**config.mk**
```make
export PLATFORM = sky130hd
export DESIGN_NAME = bin_decide
export DESIGN_NICKNAME = d
export VERILOG_FILES = /design/src/logic/bin_pkg.sv /design/src/logic/bin_decide.sv
export SDC_FILE = /design/constraint.sdc
export NUM_CORES = 1
export LEC_CHECK = 0
export BUFFER_PORTS_ARGS = -buffer_cell sky130_fd_sc_hd__buf_2
export CORE_AREA = 2 2 64 66
export CTS_CLUSTER_DIAMETER = 80
export DETAILED_ROUTE_END_ITERATION = 12
export DIE_AREA = 0 0 66 68
export PLACE_DENSITY = 0.54
export SETUP_SLACK_MARGIN = 0.15
export SLEW_MARGIN = 20
export SYNTH_ARGS = -nofsm -noshare
export SYNTH_HDL_FRONTEND = slang
export SYNTH_SLANG_ARGS = --single-unit
export TNS_END_PERCENT = 5
```
**constraint.sdc**
```tcl
create_clock -name clk -period 8.4 [get_ports clk]
set_input_delay 1.68 -clock clk [delete_from_list [all_inputs] [get_ports clk]]
set_output_delay 1.68 -clock clk [all_outputs]
set_load 0.03 [all_outputs]
```
**src/logic/bin_pkg.sv**
```systemverilog
package bin_pkg;

  localparam int PIX_W   = 8;
  localparam int SUM_W   = 12;  // Holds nine times 255.
  localparam int DIM_W   = 10;
  localparam int ADR_W   = 3;   // Word address.
  localparam int SUM_MAX = 9 * (2 ** PIX_W - 1);

  typedef enum logic [ADR_W-1:0] {
    REG_CTRL   = 3'd0,  // Bit 0 enable, bit 1 invert.
    REG_WIDTH  = 3'd1,
    REG_HEIGHT = 3'd2,
    REG_OFFSET = 3'd3,
    REG_STATUS = 3'd4   // Sticky frame done.
  } reg_addr_e;

  typedef enum logic [1:0] {
    FRM_IDLE,
    FRM_RUN,
    FRM_DONE
  } frame_state_e;

endpackage

```
**src/logic/bin_decide.sv**
```systemverilog
`timescale 1ns/100ps

module bin_decide import bin_pkg::*; (
  input  logic             clk,
  input  logic             rst_n,
  input  logic [SUM_W-1:0] i_sum,
  input  logic [PIX_W-1:0] i_centre,
  input  logic             i_valid,
  input  logic [SUM_W-1:0] i_offset,
  input  logic             i_invert,
  output logic             o_bin,
  output logic             o_bin_valid
);

  localparam int CMP_W = SUM_W + 1;  // Sum plus offset carry.

  logic [CMP_W-1:0] lhs;
  logic [CMP_W-1:0] rhs;

  assign lhs = CMP_W'(i_centre) * CMP_W'(9);
  assign rhs = CMP_W'(i_sum) + CMP_W'(i_offset);

  always_ff @(posedge clk) begin
    o_bin <= (lhs > rhs) ^ i_invert;
  end

  always_ff @(posedge clk) begin
    if (!rst_n) begin
      o_bin_valid <= 1'b0;
    end else begin
      o_bin_valid <= i_valid;
    end
  end

endmodule

```
# After elaboration in Yosys (flattened, before gate mapping)
# Cells that the tools add are included.
# op_classes
reduce_logical,0
n_addsub,1
div_mod_pow,0
multipliers,1
n_eq_ne,0
bitwise,1
order_cmp,1
mux,0
shifts,0
# ops
op,n
adder 12 x 12 -> 13 bit,1
greater-than comparator 12 x 13 -> 1 bit,1
multiplier 8 x 4 -> 12 bit (second input constant),1
XOR 1 bit,1
# totals
in_bits,36
out_inout_bits,2
ram_bits,0
memories,0
latch_bits,0
ff_bits,2
wordCells,6
rom_bits,0

# Logic depth before layout (Yosys ltp)
# logic_depth
word_depth,3
depth_mapped,15
depth_no_buf,15

# Worst setup path after synthesis
# OpenSTA, ideal clock, no wires.
# synth_path
kind,in2reg
start,input i_centre[1]
end,register o_bin
path_buffers,0
required_ps,8328
arrival_time_ps,4383
stages,14
setup_slack_ps,3945
cell_sequence,ha_1 > ha_1 > fa_1 > a21o_1 > a21oi_1 > nor2b_1 > o21ai_0 > xnor2_1 > ha_1 > nand3_1 > nor3_1 > o21ai_0 > a221oi_2 > xor2_1
# synth_via
elab_chain_cells,3
# synth_rtl
element,line,rtl
"start, declared",bin_decide.sv:7,"input logic [PIX_W-1:0] i_centre,"
multiplier 8 x 4 -> 12 bit,bin_decide.sv:20,assign lhs = CMP_W'(i_centre) * CMP_W'(9);
greater-than comparator 12 x 13 -> 1 bit,bin_decide.sv:24,o_bin <= (lhs > rhs) ^ i_invert;
XOR 1 bit,bin_decide.sv:24,
"end signal, assigned",bin_decide.sv:24,
"end, declared",bin_decide.sv:11,"output logic o_bin,"
# No other way between the ends.
# A chain may end at the register's enable or synchronous reset.

# Worst setup path after layout
# Same ends and word-level chain as after synthesis.

==> out/qor.csv <==
stage,metric,value,unit
cts,clock_path_buffers,2,
cts,cts-resized-gates,0,
yosys,ys_ff_latch,2,
die,io_pins,38,
global_route,grt_pass1_wl,3663,um
power,leakagePower,0.0007339,uW
drt,firstDrtPassIters,4,
yosys,synth-seq-area-share,0.03636,
cts,hold_buffers,0,
worst_hold_path,worstHoldPathType,primary input to register,
power,p_per_area,114.3,nW/um^2
critical_path,crit_chain,"buf_2, ha_1, ha_1, fa_1, a21o_1, a21oi_1, nor2b_1, o21ai_0, xnor2_1, ha_1, nand3_1, nor3_1, o21ai_0, a221oi_2, xor2_1",
timing,slew_headroom,0.7802,
critical_path,critPathMaxFanout,2,
yosys,ys_types,32,
cts,htree_levels,1,
drt,drc,0,
cts,cts_buffers,3,
yosys,avgSynthCellArea,8.535,um^2
global_route,grt_usage,0.1034,
die,rows,23,
timing,slew_violations,0,
drt,drt-total-wl,2279,um
place,dpl.hpwl,2053,um
yosys,synth_warnings,0,
global_route,grt_pass1_vias,895,
global_route,gr-total-overflow,0,
yosys,syn_area,1101,um^2
power,max-vdd-ir-drop,0.03455,mV
finish,insertedDiodeCount,0,
die,fp.dieW,66,um
cts,cts_tree,built,
cts,cts_num_sinks,2,
timing,layout_min_cycle_time,4611,ps
yosys,synthFlopType,dfxtp_1,
yosys,synth_top_area_share,0.3864,
drt,ant_nets,0,
drt,wl_per_cell,10.41,um
place,gp_congestion,0.7158,
timing,rsz0062_at_grt,false,
critical_path,worst-path-buf-inv,1,
drt,drt_iter0_drc,5,
critical_path,critPathMaxStageDelay,410,ps
place,io_buffers,37,
cts,clk_pin_slew,30,ps
global_route,antenna_found_initial,0,
critical_path,cp_slowest_cell,fa_1,
global_route,grt_max_degree,7,
critical_path,crit_required,8540,ps
yosys,synth-edff-count,0,
finish,fin_nets,243,
yosys,synth_commonest_cells,"ha_1, a21oi_1, inv_1",
yosys,netlist_instances,129,
drt,vias,1012,
yosys,netlist_top_cells_area,"ha_1, a21oi_1, xor2_1, xnor2_1, dfxtp_1",
critical_path,cp-start-kind,primary input,
place,place_ws,3558,ps
critical_path,path_class,primary input to register,
run,cap_violations,0,
timing,tns,0,ps
finish,synthToLayoutAreaGrowth,26.25,%
die,die_area,4488,um^2
critical_path,cp-end-kind,register,
timing,fmax,0.2169,GHz
die,core-area,3856,um^2
yosys,async_flop_share,0,
timing,worst_slew_pin_slew,325.5,ps
yosys,yosysMostFrequentCell,ha_1,
cts,cts_root_buffer,clkbuf_8,
yosys,yosysTopAreaCell,ha_1,
drt,avgViaCountPerCell,4.621,
outcome,status,completed,
finish,drive_gt1_frac,0.2722,
timing,hold_viol,0,
critical_path,path_delay_family,adder cells,
timing,period_share,0.5489,
die,die_h,68,um
critical_path,worstPathArrival,4750,ps
cts,postCtsSetupBuffers,0,
die,initial_core_util,0.2855,
timing,setup_violations,0,
timing,finalWorstSetupSlack,3789,ps
yosys,syn_nets,201,
critical_path,crit_top_cell,ha_1,
[layer usage]
metal / global-route usage / wire length, um / vias to the layer above
met5: 0 / 0 / -
met4: 0.01531 / 0 / 0
li1: - / - / 563
met3: 0.02303 / 119 / 0
met2: 0.1907 / 1081 / 23
met1: 0.1256 / 1078 / 426
[stage by stage]
| step | cells | hold slack (ps) | total power, uW | utilization | instance area (um^2) |
|---|---|---|---|---|---|
| floorplan | 129 | 1777 | 94.62 | - | 1101 |
| global placement | 216 | 1881 | 123.3 | 0.3498 | 1349 |
| detailed placement | 216 | 1876 | 122.4 | 0.3498 | 1349 |
| CTS | 219 | 1656 | 162.8 | 0.3605 | 1390 |
| global route | 219 | 1661 | 178.2 | 0.3605 | 1390 |
| finish | 219 | 1659 | 158.8 | 0.3605 | 1390 |
[state kept, by name, summed over array words and instances, names as in the netlist]
| register | count |
|---|---|
| o_bin | 1 |
| o_bin_valid | 1 |
[area by class of cell]
class | instances | area [um^2]
fill | 410 | 2466
multi-input combinational | 118 | 1027
timing repair buffer | 37 | 185.2
tap | 50 | 62.56
clock buffer | 3 | 41.29
sequential | 2 | 40.04
inverter | 9 | 33.78
[layout by cell type (no fill, tap or decap), types with 2 or more instances in the layout]
master / count
a211oi_1: 2
a21o_1: 5
a21oi_1: 14
a21oi_2: 2
and2_1: 2
buf_2: 37
clkbuf_8: 3
dfxtp_1: 2
fa_1: 2
ha_1: 34
inv_1: 9
nand2_1: 5
nand2b_1: 2
nand3_1: 3
nor2_1: 4
nor3_1: 3
o21a_1: 5
o21ai_0: 7
xnor2_1: 6
xor2_1: 8
[where the power goes]
group	total, uW	switching, uW	internal [uW]
Combinational	109	57.0	52.2
Clock	38.0	7.73	30.3
Sequential	11.6	0.283	11.3
[kinds of logic after synthesis]
family	count (synthesis)	share of synthesized area
AOI/OAI and AO/OA	42	0.2648
xor gates and xnor gates	14	0.1114
buffers and inverters	9	0.03068
adders and majority gates	36	0.4227
DFF	2	0.03637
and+or+nand+nor	26	0.1341
[worst paths after layout]
check,startpoint,endpoint,slack [ps],depth (start not counted)
worst max-delay path,i_centre[1],o_bin,3790,15
worst min-delay path,i_invert,o_bin,1660,2
Power figures use the tool's default switching activity.
