## config.mk

```make
export PLATFORM = sky130hd
export DESIGN_NAME = bin_regs
export DESIGN_NICKNAME = d
export VERILOG_FILES = /design/src/logic/bin_pkg.sv /design/src/logic/bin_regs.sv
export SDC_FILE = /design/constraint.sdc
export NUM_CORES = 1
export LEC_CHECK = 0
export BUFFER_PORTS_ARGS = -buffer_cell sky130_fd_sc_hd__buf_4
export CAP_MARGIN = 20
export CORE_ASPECT_RATIO = 1.5
export CORE_MARGIN = 2
export CORE_UTILIZATION = 47
export CTS_BUF_LIST = sky130_fd_sc_hd__clkbuf_2
export CTS_CLUSTER_SIZE = 40
export DETAILED_ROUTE_END_ITERATION = 7
export GPL_TIMING_DRIVEN = 0
export PLACE_DENSITY_LB_ADDON = 0.1
export SYNTH_ARGS = -nofsm -noshare
export SYNTH_HDL_FRONTEND = slang
export SYNTH_SLANG_ARGS = --single-unit
```

## constraint.sdc

```tcl
create_clock -name clk -period 1.6 [get_ports clk]
set_input_delay 0.32 -clock clk [delete_from_list [all_inputs] [get_ports clk]]
set_output_delay 0.32 -clock clk [all_outputs]
set_load 0.05 [all_outputs]
```

## src/logic/bin_pkg.sv

```systemverilog
package bin_pkg;

  localparam int PIX_W   = 8;
  localparam int SUM_W   = 12;  // Holds nine times 255.
  localparam int DIM_W   = 10;
  localparam int ADR_W   = 3;   // Word address.
  localparam int SUM_MAX = 9 * (2 ** PIX_W - 1);

  typedef enum logic [ADR_W-1:0] {
    REG_CTRL   = 3'd0,  // Bit 0 enable, bit 1 invert.
    REG_WIDTH  = 3'd1,
    REG_HEIGHT = 3'd2,
    REG_OFFSET = 3'd3,
    REG_STATUS = 3'd4   // Sticky frame done.
  } reg_addr_e;

  typedef enum logic [1:0] {
    FRM_IDLE,
    FRM_RUN,
    FRM_DONE
  } frame_state_e;

endpackage

```

## src/logic/bin_regs.sv

```systemverilog
`timescale 1ns/100ps

module bin_regs import bin_pkg::*; (
  input  logic             clk,
  input  logic             rst_n,
  input  logic             i_wb_cyc,
  input  logic             i_wb_stb,
  input  logic             i_wb_we,
  input  logic [ADR_W-1:0] i_wb_adr,
  input  logic [31:0]      i_wb_dat,
  input  logic             i_frame_done,
  output logic [31:0]      o_wb_dat,
  output logic             o_wb_ack,
  output logic             o_enable,
  output logic             o_invert,
  output logic [DIM_W-1:0] o_width,
  output logic [DIM_W-1:0] o_height,
  output logic [SUM_W-1:0] o_offset
);

  logic        req;
  logic        wr;
  logic        done_flag;
  logic [31:0] rd_data;
  reg_addr_e   addr;

  assign addr = reg_addr_e'(i_wb_adr);
  assign req  = i_wb_cyc && i_wb_stb && !o_wb_ack;  // New request only.
  assign wr   = req && i_wb_we;

  always_ff @(posedge clk) begin
    if (!rst_n) begin
      o_wb_ack <= 1'b0;
    end else begin
      o_wb_ack <= req;
    end
  end

  always_ff @(posedge clk) begin
    if (!rst_n) begin
      o_enable <= 1'b0;
      o_invert <= 1'b0;
      o_width  <= '0;
      o_height <= '0;
      o_offset <= '0;
    end else if (wr) begin
      case (addr)
        REG_CTRL: begin
          o_enable <= i_wb_dat[0];
          o_invert <= i_wb_dat[1];
        end
        REG_WIDTH:  o_width  <= i_wb_dat[DIM_W-1:0];
        REG_HEIGHT: o_height <= i_wb_dat[DIM_W-1:0];
        REG_OFFSET: o_offset <= i_wb_dat[SUM_W-1:0];
        default: ;
      endcase
    end
  end

  // Set beats clear when both land together.
  always_ff @(posedge clk) begin
    if (!rst_n) begin
      done_flag <= 1'b0;
    end else if (i_frame_done) begin
      done_flag <= 1'b1;
    end else if (wr && addr == REG_STATUS) begin
      done_flag <= 1'b0;
    end
  end

  always_comb begin
    rd_data = '0;
    case (addr)
      REG_CTRL:   rd_data[1:0]       = {o_invert, o_enable};
      REG_WIDTH:  rd_data[DIM_W-1:0] = o_width;
      REG_HEIGHT: rd_data[DIM_W-1:0] = o_height;
      REG_OFFSET: rd_data[SUM_W-1:0] = o_offset;
      REG_STATUS: rd_data[0]         = done_flag;
      default: ;
    endcase
  end

  always_ff @(posedge clk) begin
    if (req) begin
      o_wb_dat <= rd_data;  // Valid with ack.
    end
  end

  a_ack_single: assert property (@(posedge clk) disable iff (!rst_n)
    o_wb_ack |=> !o_wb_ack);

endmodule

```

# Word-level counts from Yosys, hierarchy flattened
# Index checks and enable logic that the tools add are counted.
[op_classes]
n_eq_ne = 4
muxes = 5
n_reduce_logical = 11
[op_table]
columns = ["operator", "n"]
rows = [
  ["$pmux 8 s3", 1],
  ["$reduce_and 2->1", 4],
  ["$eq 3x2->1 const B", 2],
  ["$pmux 1 s5", 1],
  ["$logic_and 1x1->1", 4],
  ["$pmux 1 s4", 1],
  ["$eq 3x1->1 const B", 1],
  ["$eq 3x3->1 const B", 1],
  ["$logic_not 3->1", 1],
  ["$mux 1", 2],
  ["$reduce_bool 2->1", 1],
  ["$logic_not 1->1", 1],
]
[totals]
regBits = 48
inputBits = 41
out_inout_bits = 67
word_cells = 29

# Depth between registers and ports, before layout
[logic_depth]
word_depth = 6
mapped_depth = 6
mapped_depth_nobuf = 3

# Worst setup path after synthesis
# Ideal clock, no wire load.
[synth_path]
path_type = "register -> register"
start = "reg o_wb_ack"
end = "reg o_offset[1]"
t_arrival_ps = 1473
required_ps = 1479
slack_ps = 6
stages_incl_launch_ff = 6
path_buffers = 2
synth_period_minus_slack_ps = 1594
cell_sequence = "dfxtp_1 -> and4b_1 -> and3_1 -> buf_4 -> buf_6 -> mux2i_1"
[synth_between]
elab_chain_cells = 4
[synth_rtl]
columns = ["element", "line", "source"]
rows = [
  ["start: declaration", "bin_regs.sv:13", "output logic o_wb_ack,"],
  ["start signal: assignment", "bin_regs.sv:35", "o_wb_ack <= req;"],
  ["$logic_not 1->1", "bin_regs.sv:28", "assign req = i_wb_cyc && i_wb_stb && !o_wb_ack;"],
  ["$logic_and 1x1->1", "bin_regs.sv:28", ""],
  ["$logic_and 1x1->1", "bin_regs.sv:29", "assign wr = req && i_wb_we;"],
  ["$reduce_and 2->1 (no line)", "--", ""],
  ["end signal: assignment", "bin_regs.sv:54", "REG_OFFSET: o_offset <= i_wb_dat[SUM_W-1:0];"],
  ["end: declaration", "bin_regs.sv:18", "output logic [SUM_W-1:0] o_offset"],
]
# Every way passes these cells.
# A chain may end at the register's enable or synchronous reset.

# Worst setup path in the final report
[layout_path]
start = "reg o_wb_ack"
end = "reg o_offset[10]"
# Same word-level chain as after synthesis.

==> flow_summary.yaml <==
status:
  status: "finished clean"
global_routing:
  track_usage_pct: 19.6
  grt_max_degree: 14
  overflow: 0
  grt_pass1_vias: 1532
  antenna_found_initial: 0
  grt_first_pass_wirelength_um: 7600
die:
  die_w_um: 59.7
  rows: 30
  die_area_sq_um: 5230
  start_util_pct: 48.6
  die_y_um: 87.6
  io_pins: 108
  coreArea_sq_um: 4500
layout:
  final_common_cell: "buf_4"
  nFillCells: 419
  layout_common_cells: "buf_4 (89), nand2_1 (47), dfxtp_1 (36), mux2i_1 (35), conb_1 (20)"
  areaGrowthSynthToFinish_pct: 30.1
  stdcell_area_sq_um: 2850
  diodes: 0
  final_nets: 342
  drive_gt1_share_pct: 36.8
pwr:
  max-vdd-ir-drop_mv: 0.466
  p_sw_uw: 630
  leakage_nw: 1.39
  p_sw_share_pct: 29.6
  p_int_mw: 1.50
  sequentialPowerShare_pct: 59.8
  clockPowerShare_pct: 22.1
  power_density_nw_per_um2: 748
  power_frac_comb_pct: 18.1
detailed_routing:
  drt-initial-drc-count: 28
  via_count: 1689
  first_pass_iters: 4
  post-route-drc-count: 0
  ant_nets: 0
  wl_per_cell_um: 14.0
  routed_via_density: 4.83
  routed_wl_um: 4900
clock_network:
  tritoncts: "yes"
  cts-root-buf: "clkbuf_2"
  clk_pin_slew_ps: 190
  post_cts_resized: 0
  cts_setup_buffers: 0
  clock_path_buffers: 2
  numCtsBuffers: 5
  cts-hold-fix-buffers: 0
  clock_latency_ps: 400
  cts_sinks: 48
  htree_levels: 2
placement:
  post-place-ws_ps: -69.5
  place.gp.congestion: 0.803
  hpwl_um: 3610
  portBuffers: 65
  placed_area_sq_um: 2810
timing:
  slew_headroom_pct: 36.9
  fin_ws_ps: 173
  min_period_over_period_pct: 89.2
  setup_violations: 0
  clock.fmax_mhz: 701
  worst_pin_slew_ps: 943
  maxSlewViolCount: 0
  fin_setup_tns_ps: 0
  hold_viol: 0
  min_period_ps: 1430
  fin_skew_ps: 14.7
  rsz0062_at_grt: "no"
yosys:
  avgSynthCellArea_sq_um: 10.4
  synth.cell_area_sq_um: 2190
  ys_async_sr_fraction_pct: 0
  synthCells: 210
  synth-edff-count: 12
  synth-seq-cells: 48
  ys_seq_area_share_pct: 49.4
  synth_ff_type: "dfxtp_1"
  synth_cell_type_count: 25
  ys_warn_count: 0
critical_path:
  max_stage_delay_ps: 360
  path_cells: "and4b_1, and3_1, buf_4, buf_6, mux2i_1"
  cp_slowest_cell: "dfxtp_1"
  required_ps: 1940
  cp-end-kind: "register"
  cp_max_fo: 10
  cp_data_arrival_time_ps: 1770
  criticalPathCategory: "register to register"
  crit_path_start_kind: "register"
run:
  max_cap_viol_count: 0
worst_hold_path:
  hold_class: "input pin to register"
[registers in the layout, summed over array words and instances, names as in the netlist]
signal,flops
o_wb_ack,1
o_wb_dat,12
o_enable,1
o_width,10
o_invert,1
o_height,10
o_offset,12
done_flag,1
[synth_stat cells, drive strengths merged, types with 2 or more instances]
master	n	area, sq um
a22oi	9	67.6
edfxtp	12	360
nor2	10	37.5
buf	28	206
clkbuf	6	22.5
and3	3	18.8
mux2i	35	350
nand2	47	176
nand3b	2	15.0
dfxtp	36	721
nor2b	4	32.5
mux2	8	90.1
[power groups by stage]
| stage | clock network, mW | registers [mW] | logic [mW] |
|---|---|---|---|
| floorplan | 0 | 1.36 | 0.222 |
| global placement | 0 | 1.30 | 0.384 |
| detailed placement | 0 | 1.30 | 0.386 |
| CTS | 0.480 | 1.27 | 0.386 |
| global route | 0.546 | 1.28 | 0.408 |
| finish | 0.472 | 1.27 | 0.385 |
[layer usage]
layer	part of all wire (%)	GRT usage, %	wire length [um]
met5	0	0	0
met4	1.2	5.45	57
met3	5.0	3.84	243
met2	50	32.9	2470
met1	43	25.3	2130
[critical path, delay by kind of cell, from the launching register on]
kind / cells / cell delay, ps
and+or+nand+nor: 2 / 520
DFF: 1 / 360
buffers and inverters: 2 / 300
muxes: 1 / 190
[worst paths after layout]
| path | startpoint | end | slack, ps | cells after the start |
|---|---|---|---|---|
| min reg2reg | o_offset[2] | o_offset[2] | 490 | 2 |
| min | i_wb_dat[10] | o_offset[10] | 160 | 3 |
| max | o_wb_ack | o_offset[10] | 170 | 5 |
| max reg2reg | o_wb_ack | o_offset[10] | 170 | 5 |
[final cells by class]
type / instances / area, sq um / area share (%)
clock inverters: 1 / 3.75 / 0.132
well taps: 48 / 60.1 / 2.11
repair buffers: 65 / 488 / 17.1
multi-input cells: 147 / 951 / 33.4
flip-flops and latches: 48 / 1080 / 38.0
plain buffers: 34 / 229 / 8.04
clock buffers: 7 / 35.0 / 1.23
[metrics by stage]
stage / power (mW) / cells / hold WS (ps) / utilization [%]
global route: 2.23 / 350 / 140 / 63.2
finish: 2.13 / 350 / 157 / 63.2
CTS: 2.14 / 350 / 140 / 63.2
global placement: 1.68 / 342 / 456 / 62.4
detailed placement: 1.68 / 342 / 462 / 62.4
floorplan: 1.58 / 229 / 462 / -
[cells by family after synthesis]
kind of cell / share of synthesized area [%]
AOI/OAI and AO/OA: 3.94
buffers and inverters: 10.5
DFF: 49.4
muxes: 21.1
other: 0.171
and+or+nand+nor: 14.9
Power figures use the tool's default switching activity.
