**src/logic/bin_pkg.sv**
```systemverilog
package bin_pkg;

  localparam int PIX_W   = 8;
  localparam int SUM_W   = 12;  // Holds nine times 255.
  localparam int DIM_W   = 10;
  localparam int ADR_W   = 3;   // Word address.
  localparam int SUM_MAX = 9 * (2 ** PIX_W - 1);

  typedef enum logic [ADR_W-1:0] {
    REG_CTRL   = 3'd0,  // Bit 0 enable, bit 1 invert.
    REG_WIDTH  = 3'd1,
    REG_HEIGHT = 3'd2,
    REG_OFFSET = 3'd3,
    REG_STATUS = 3'd4   // Sticky frame done.
  } reg_addr_e;

  typedef enum logic [1:0] {
    FRM_IDLE,
    FRM_RUN,
    FRM_DONE
  } frame_state_e;

endpackage

```
**src/logic/win_if.sv**
```systemverilog
`timescale 1ns/100ps

interface win_if import bin_pkg::*; ();

  // Raster order with p4 as the centre.
  logic [PIX_W-1:0] p0;
  logic [PIX_W-1:0] p1;
  logic [PIX_W-1:0] p2;
  logic [PIX_W-1:0] p3;
  logic [PIX_W-1:0] p4;
  logic [PIX_W-1:0] p5;
  logic [PIX_W-1:0] p6;
  logic [PIX_W-1:0] p7;
  logic [PIX_W-1:0] p8;
  logic             valid;

  modport source (
    output p0, p1, p2, p3, p4, p5, p6, p7, p8, valid
  );

  modport sink (
    input p0, p1, p2, p3, p4, p5, p6, p7, p8, valid
  );

endinterface

```
**src/logic/window_sum.sv**
```systemverilog
`timescale 1ns/100ps

module window_sum import bin_pkg::*; (
  input  logic             clk,
  input  logic             rst_n,
  win_if.sink              win,
  output logic [SUM_W-1:0] o_sum,
  output logic [PIX_W-1:0] o_centre,
  output logic             o_valid
);

  logic [PIX_W-1:0] s1 [9];
  logic [PIX_W:0]   s2_pair [4];
  logic [PIX_W-1:0] s2_last;
  logic [PIX_W+1:0] s3_quad [2];
  logic [PIX_W-1:0] s3_last;
  logic [SUM_W-1:0] s4_sum;
  logic [PIX_W-1:0] centre_d [3];
  logic [3:0]       vld;

  // Payload runs every cycle while vld marks real windows.
  always_ff @(posedge clk) begin
    s1 <= '{win.p0, win.p1, win.p2, win.p3, win.p4, win.p5, win.p6, win.p7, win.p8};
  end

  always_ff @(posedge clk) begin
    for (int i = 0; i < 4; i++) begin
      s2_pair[i] <= {1'b0, s1[2*i]} + {1'b0, s1[2*i+1]};
    end
    s2_last <= s1[8];
  end

  always_ff @(posedge clk) begin
    s3_quad[0] <= {1'b0, s2_pair[0]} + {1'b0, s2_pair[1]};
    s3_quad[1] <= {1'b0, s2_pair[2]} + {1'b0, s2_pair[3]};
    s3_last    <= s2_last;
  end

  // Eights plus the ninth pixel.
  always_ff @(posedge clk) begin
    s4_sum <= SUM_W'(s3_quad[0]) + SUM_W'(s3_quad[1]) + SUM_W'(s3_last);
  end

  always_ff @(posedge clk) begin
    centre_d[0] <= s1[4];
    centre_d[1] <= centre_d[0];
    centre_d[2] <= centre_d[1];
  end

  always_ff @(posedge clk) begin
    if (!rst_n) begin
      vld <= '0;
    end else begin
      vld <= {vld[2:0], win.valid};
    end
  end

  assign o_sum    = s4_sum;
  assign o_centre = centre_d[2];
  assign o_valid  = vld[3];

  a_sum_max: assert property (@(posedge clk) disable iff (!rst_n)
    o_valid |-> o_sum <= SUM_W'(SUM_MAX));

endmodule

```
**src/flat_wrapper.sv**
```systemverilog
// flat-port wrapper written by rule: the top's interface ports become plain ports
module window_sum_flat import bin_pkg::*;
  (clk, rst_n, o_sum, o_centre, o_valid, win_p0, win_p1, win_p2, win_p3, win_p4, win_p5, win_p6, win_p7, win_p8, win_valid);
  win_if win_i ();
  input  logic clk;
  input  logic rst_n;
  output logic [SUM_W-1:0] o_sum;
  output logic [PIX_W-1:0] o_centre;
  output logic o_valid;
  input wire logic [$bits(win_i.p0)-1:0] win_p0;
  input wire logic [$bits(win_i.p1)-1:0] win_p1;
  input wire logic [$bits(win_i.p2)-1:0] win_p2;
  input wire logic [$bits(win_i.p3)-1:0] win_p3;
  input wire logic [$bits(win_i.p4)-1:0] win_p4;
  input wire logic [$bits(win_i.p5)-1:0] win_p5;
  input wire logic [$bits(win_i.p6)-1:0] win_p6;
  input wire logic [$bits(win_i.p7)-1:0] win_p7;
  input wire logic [$bits(win_i.p8)-1:0] win_p8;
  input wire logic [$bits(win_i.valid)-1:0] win_valid;
  assign win_i.p0 = win_p0;
  assign win_i.p1 = win_p1;
  assign win_i.p2 = win_p2;
  assign win_i.p3 = win_p3;
  assign win_i.p4 = win_p4;
  assign win_i.p5 = win_p5;
  assign win_i.p6 = win_p6;
  assign win_i.p7 = win_p7;
  assign win_i.p8 = win_p8;
  assign win_i.valid = win_valid;
  window_sum u_core (.clk(clk), .rst_n(rst_n), .win(win_i), .o_sum(o_sum), .o_centre(o_centre), .o_valid(o_valid));
endmodule
```
**config.mk**
```make
export PLATFORM = sky130hd
export DESIGN_NAME = window_sum_flat
export DESIGN_NICKNAME = d
export VERILOG_FILES = /design/src/logic/bin_pkg.sv /design/src/logic/win_if.sv /design/src/logic/window_sum.sv /design/src/flat_wrapper.sv
export SDC_FILE = /design/constraint.sdc
export NUM_CORES = 1
export LEC_CHECK = 0
export ABC_AREA = 1
export BUFFER_PORTS_ARGS = -buffer_cell sky130_fd_sc_hd__buf_2
export CORE_MARGIN = 1
export CORE_UTILIZATION = 53
export CTS_CLUSTER_SIZE = 30
export DETAILED_ROUTE_END_ITERATION = 6
export PLACE_DENSITY = 0.8
export SETUP_SLACK_MARGIN = 0.4
export SYNTH_ARGS = -nofsm -noshare
export SYNTH_HDL_FRONTEND = slang
export SYNTH_SLANG_ARGS = --single-unit
```
**constraint.sdc**
```tcl
create_clock -name clk -period 4.64 [get_ports clk]
set_input_delay 0.464 -clock clk [delete_from_list [all_inputs] [get_ports clk]]
set_output_delay 0.464 -clock clk [all_outputs]
set_load 0.005 [all_outputs]
```
* Word-level counts from Yosys, hierarchy flattened
Memory sizes are Yosys's and may differ from the RTL's.
Index checks and enable logic that the tools add are counted.
Widths: inputs -> output; s select.
** Storage, ports and cells
- RAM bits :: 80
- Bits of input ports :: 75
- Memory bits (read-only) :: 0
- Register bits after elaboration :: 104
- Memories :: 3
- Latch bits :: 0
** Memory list
- u_core.s2_pair :: words 4, width 9, rd ports 4, clocked after memory_dff 0, write ports 4, line window_sum.sv:13 : logic [PIX_W:0] s2_pair [4];
- u_core.centre_d :: words 3, width 8, rd ports 3, clocked after memory_dff 0, write ports 3, line window_sum.sv:18 : logic [PIX_W-1:0] centre_d [3];
- u_core.s3_quad :: words 2, width 10, rd ports 2, clocked after memory_dff 0, write ports 2, line window_sum.sv:15 : logic [PIX_W+1:0] s3_quad [2];
** Cells by class
- $mul :: 0
- Muxes and demuxes :: 0
- Eq/ne operators :: 0
- Div/mod/pow operators :: 0
- Order comparisons :: 0
- Reductions and logical operators :: 0
- Bitwise logic cells :: 0
- Add/sub/neg operators :: 8
- Shifts and indexed selects :: 0
** Operator list (number)
- $add 8x8->9 :: 4
- $add 9x9->10 :: 2
- $add 12x8->12 :: 1
- $add 10x10->11 :: 1

* Logic depth before layout (Yosys ltp)
An unclocked memory read counts as a cell.
- Depth in word-level cells :: 3
- Mapped depth :: 17

* Least setup slack after synthesis
OpenSTA, ideal clock, no wires.
- Kind :: register to register
- Start point :: mem u_core.s3_quad[0][0] in the netlist's numbering
- End point :: reg u_core.s4_sum[10], in the netlist u_core.o_sum[10]
- Required time :: 4.528 ns
- Setup slack :: 2.295 ns
- Path buffers :: 0
- Arrival :: 2.233 ns
- Stages on the path, launching flop included :: 14
- Path through :: dfxtp_1 -> ha_1 -> fa_1 -> nand3_1 -> nand3_2 -> a31oi_1 -> xnor2_1 -> ha_1 -> nand2_1 -> o21ai_0 -> a21oi_1 -> nor2_2 -> nand3_1 -> nand2_1
** RTL lines
- from (decl) :: line window_sum.sv:15
- to (signal assigned) :: line window_sum.sv:41 : s4_sum <= SUM_W'(s3_quad[0]) + SUM_W'(s3_quad[1]) + SUM_W'(s3_last);
- to (decl) :: line window_sum.sv:17 : logic [SUM_W-1:0] s4_sum;

==> impl_metrics.yaml <==
sta:
  slew_headroom_pct: 78.34
  finalCriticalPeriod_ns: 2.626
  fmax_ghz: 0.3808
  whs_ns: 0.1328
  finalCritPeriodShare_pct: 56.59
  setup_tns_ns: 0
  finalSetupViolations: 0
  final-hold-violation-count: 0
  tightest_slew_ns: 0.3237
  drv_slew: 0
  final.setup_skew_ns: 0.008395
  rsz0062_at_grt: "false"
power_and_ir_drop:
  pwr-share-seq_pct: 35.2
  ir_drop_mv: 0.3769
  net-switching-power_mw: 2.011
  leakage_nw: 3.810
  swShare_pct: 36.29
  clkPwrFrac_pct: 25.0
  power_frac_comb_pct: 39.7
  power_density_nw_per_um2: 705.0
  p_int_mw: 3.530
die:
  dieArea_um2: 12990
  start_util_pct: 54.88
  coreArea_um2: 12110
  num_io_pins: 96
  die_x_um: 114.0
  rows: 40
  die_h_um: 114.0
route:
  vias: 4388
  drtIter0Drc: 175
  drt_first_pass_iters: 4
  ant_nets: 0
  wl_um: 11280
  drc: 0
  viasPerCell: 4.796
  avgRoutedWirePerCell_um: 12.33
logic_synthesis:
  synth_area_um2: 6646
  synth-seq-area-share_pct: 55.42
  synth_area_leaders: "dfxtp_1 55%, ha_1 13%, xor2_1 4.6%"
  yosysTopAreaCell: "dfxtp_1"
  synth_top_area_share_pct: 55.42
  synth_area_per_cell_um2: 10.58
  synth_nets: 780
  synthCells: 628
  yosys_register_bits: 184
  ys_types: 28
  yosys_warnings: 0
global_routing:
  grt_antenna_before_repair: 0
  grt_pass1_wl_um: 18960
  grt_max_degree: 19
  globalRouteOverflowTotal: 0
  track_usage_pct: 18.90
  grt_pass1_vias: 4462
clocking:
  hold_buffers: 0
  clkSlewWorstSetupHoldPaths_ns: 0.07
  cts_tree: "built"
  cts_made_buffers: 17
  cts.path.max_buffers: 2
  cts_resized: 0
  clock_latency_ns: 0.42
  cts_sinks: 184
  postCtsSetupRepairBufs: 0
  root_buffer: "clkbuf_16"
  htree_levels: 4
cells_and_area:
  layout-drive-gt1-share_pct: 18.88
  area_growth_pct: 18.26
  insertedDiodeCount: 0
  layout_common_cells: "184 x dfxtp_1, 95 x buf_2, 74 x nand2_1"
  n_fill_cell: 987
  mostFrequentLayoutCell: "dfxtp_1"
  nets: 886
  finalNonFillerCells: 915
place:
  io_buffers: 95
  numPlacedInstances: 883
  place.gp.congestion: 0.8793
  dp_hpwl_um: 8675
critical_path:
  critPathRequiredTime_ns: 4.94
  r2r-start: "u_core.s3_quad[0][0]$_DFF_P_"
  rr_worst_depth: 14
  cp_cell_sequence: "ha_1 -> fa_1 -> nand3_1 -> nand3_2 -> a31oi_1 -> xnor2_1 -> ha_1 -> a21oi_1 -> o21a_1 -> nand2_1 -> nand3_2 -> nand2_2 -> nand2_2 -> nor2_2"
  reg2reg_slack_ns: 2.01
  critPathMaxFanout: 3
  end_kind: "flop"
  reg2reg_to: "u_core.o_sum[11]$_DFF_P_"
  slowest_stage: "fa_1"
  max_stage_delay_ns: 0.43
  arrival_ns: 2.93
  start_kind: "flop"
  crit_type: "flop to flop"
hold_path:
  min_from: "win_p2[4]"
  hp-class: "primary input to flop"
  min_path_cells: 1
  hold_end: "u_core.s1[52]$_DFF_P_"
job:
  max_cap_violations: 0
status:
  status: "finished clean"
-- worst max path at each step --
stage	from	end	cells past startpoint
global route	u_core.s3_quad[0][2]$_DFF_P_	u_core.o_sum[10]$_DFF_P_	17
global placement	u_core.s3_quad[0][2]$_DFF_P_	u_core.o_sum[10]$_DFF_P_	16
finish	u_core.s3_quad[0][0]$_DFF_P_	u_core.o_sum[11]$_DFF_P_	14
floorplan	u_core.s3_quad[0][0]$_DFF_P_	u_core.o_sum[10]$_DFF_P_	13
CTS	u_core.s3_quad[0][0]$_DFF_P_	u_core.o_sum[11]$_DFF_P_	14
detailed placement	u_core.s3_quad[0][0]$_DFF_P_	u_core.o_sum[11]$_DFF_P_	14
-- registers in the layout (all words and copies together) (netlist names) --
signal	flops
u_core.vld	4
u_core.centre_d	24
u_core.o_sum	12
u_core.s3_last	8
u_core.s2_last	8
u_core.s2_pair	36
u_core.s1	72
u_core.s3_quad	20
-- metrics by stage --
step	setup slack [ns]	power [mW]	area [um^2]	util, %
after detailed placement	2.002	4.174	7272	60.04
after global placement	2.161	4.065	7272	60.04
after floorplan	2.295	3.698	6646	-
after CTS	1.991	5.567	7860	64.90
after global routing	1.799	5.971	7860	64.90
final	2.014	5.541	7860	64.90
-- cell families (layout without fill, tap and decap cells) --
group,count (synthesis),count (layout),share of synthesized area [%]
compound gates,97,97,8.189
flops,184,184,55.42
xor+xnor,50,50,6.589
simple gates,146,146,9.770
fa+ha+maj,77,77,15.40
buf+inv,74,193,4.631
-- critical path: cells and delay by family (launching register included) --
kind	cells	cell delay, ns
xor gates and xnor gates	1	0.19
AOI/OAI and AO/OA	3	0.48
and+or+nand+nor	7	0.56
DFF	1	0.31
adders and majority gates	3	0.96
-- Yosys cell counts (all sizes together) --
cell / number
nand4: 8
o21ai: 15
a221oi: 2
nand2: 83
inv: 66
a21o: 3
xnor2: 15
nor2: 25
o21bai: 4
a31oi: 2
nand3: 24
dfxtp: 184
o211ai: 10
fa: 8
nor4: 1
xor2: 35
nor3: 5
a21oi: 60
ha: 69
buf: 8
o21a: 1
-- power groups by stage --
stage / registers, mW / logic, mW / clock network [mW]
4_1_cts: 1.95 / 2.20 / 1.42
3_3_place_gp: 1.98 / 2.08 / 0
2_1_floorplan: 1.97 / 1.73 / 0
3_5_place_dp: 1.99 / 2.18 / 0
5_1_grt: 1.98 / 2.50 / 1.50
6_report: 1.95 / 2.20 / 1.39
-- layer usage --
| layer | vias to the layer above | routed length [um] | share of wire, % | GRT usage, % |
|---|---|---|---|---|
| li1 | 2285 | - | - | - |
| met1 | 1957 | 4711 | 42 | 20.34 |
| met2 | 119 | 5810 | 51 | 34.06 |
| met3 | 27 | 501 | 4.4 | 5.473 |
| met4 | 0 | 257 | 2.3 | 8.831 |
| met5 | - | 0 | 0 | 0 |
-- area by class of cell --
type                       count  area, um^2  share of cell area (%)
tap                          168       210.2                   2.674
sequential                   184        3684                   46.86
clock buffer                  18       429.2                   5.460
timing repair buffer          95       475.5                   6.049
multi-input combinational    370        2655                   33.78
clock inverter                14       158.9                   2.022
inverter                      66       247.7                   3.152
(Power assumes the default switching activity.)
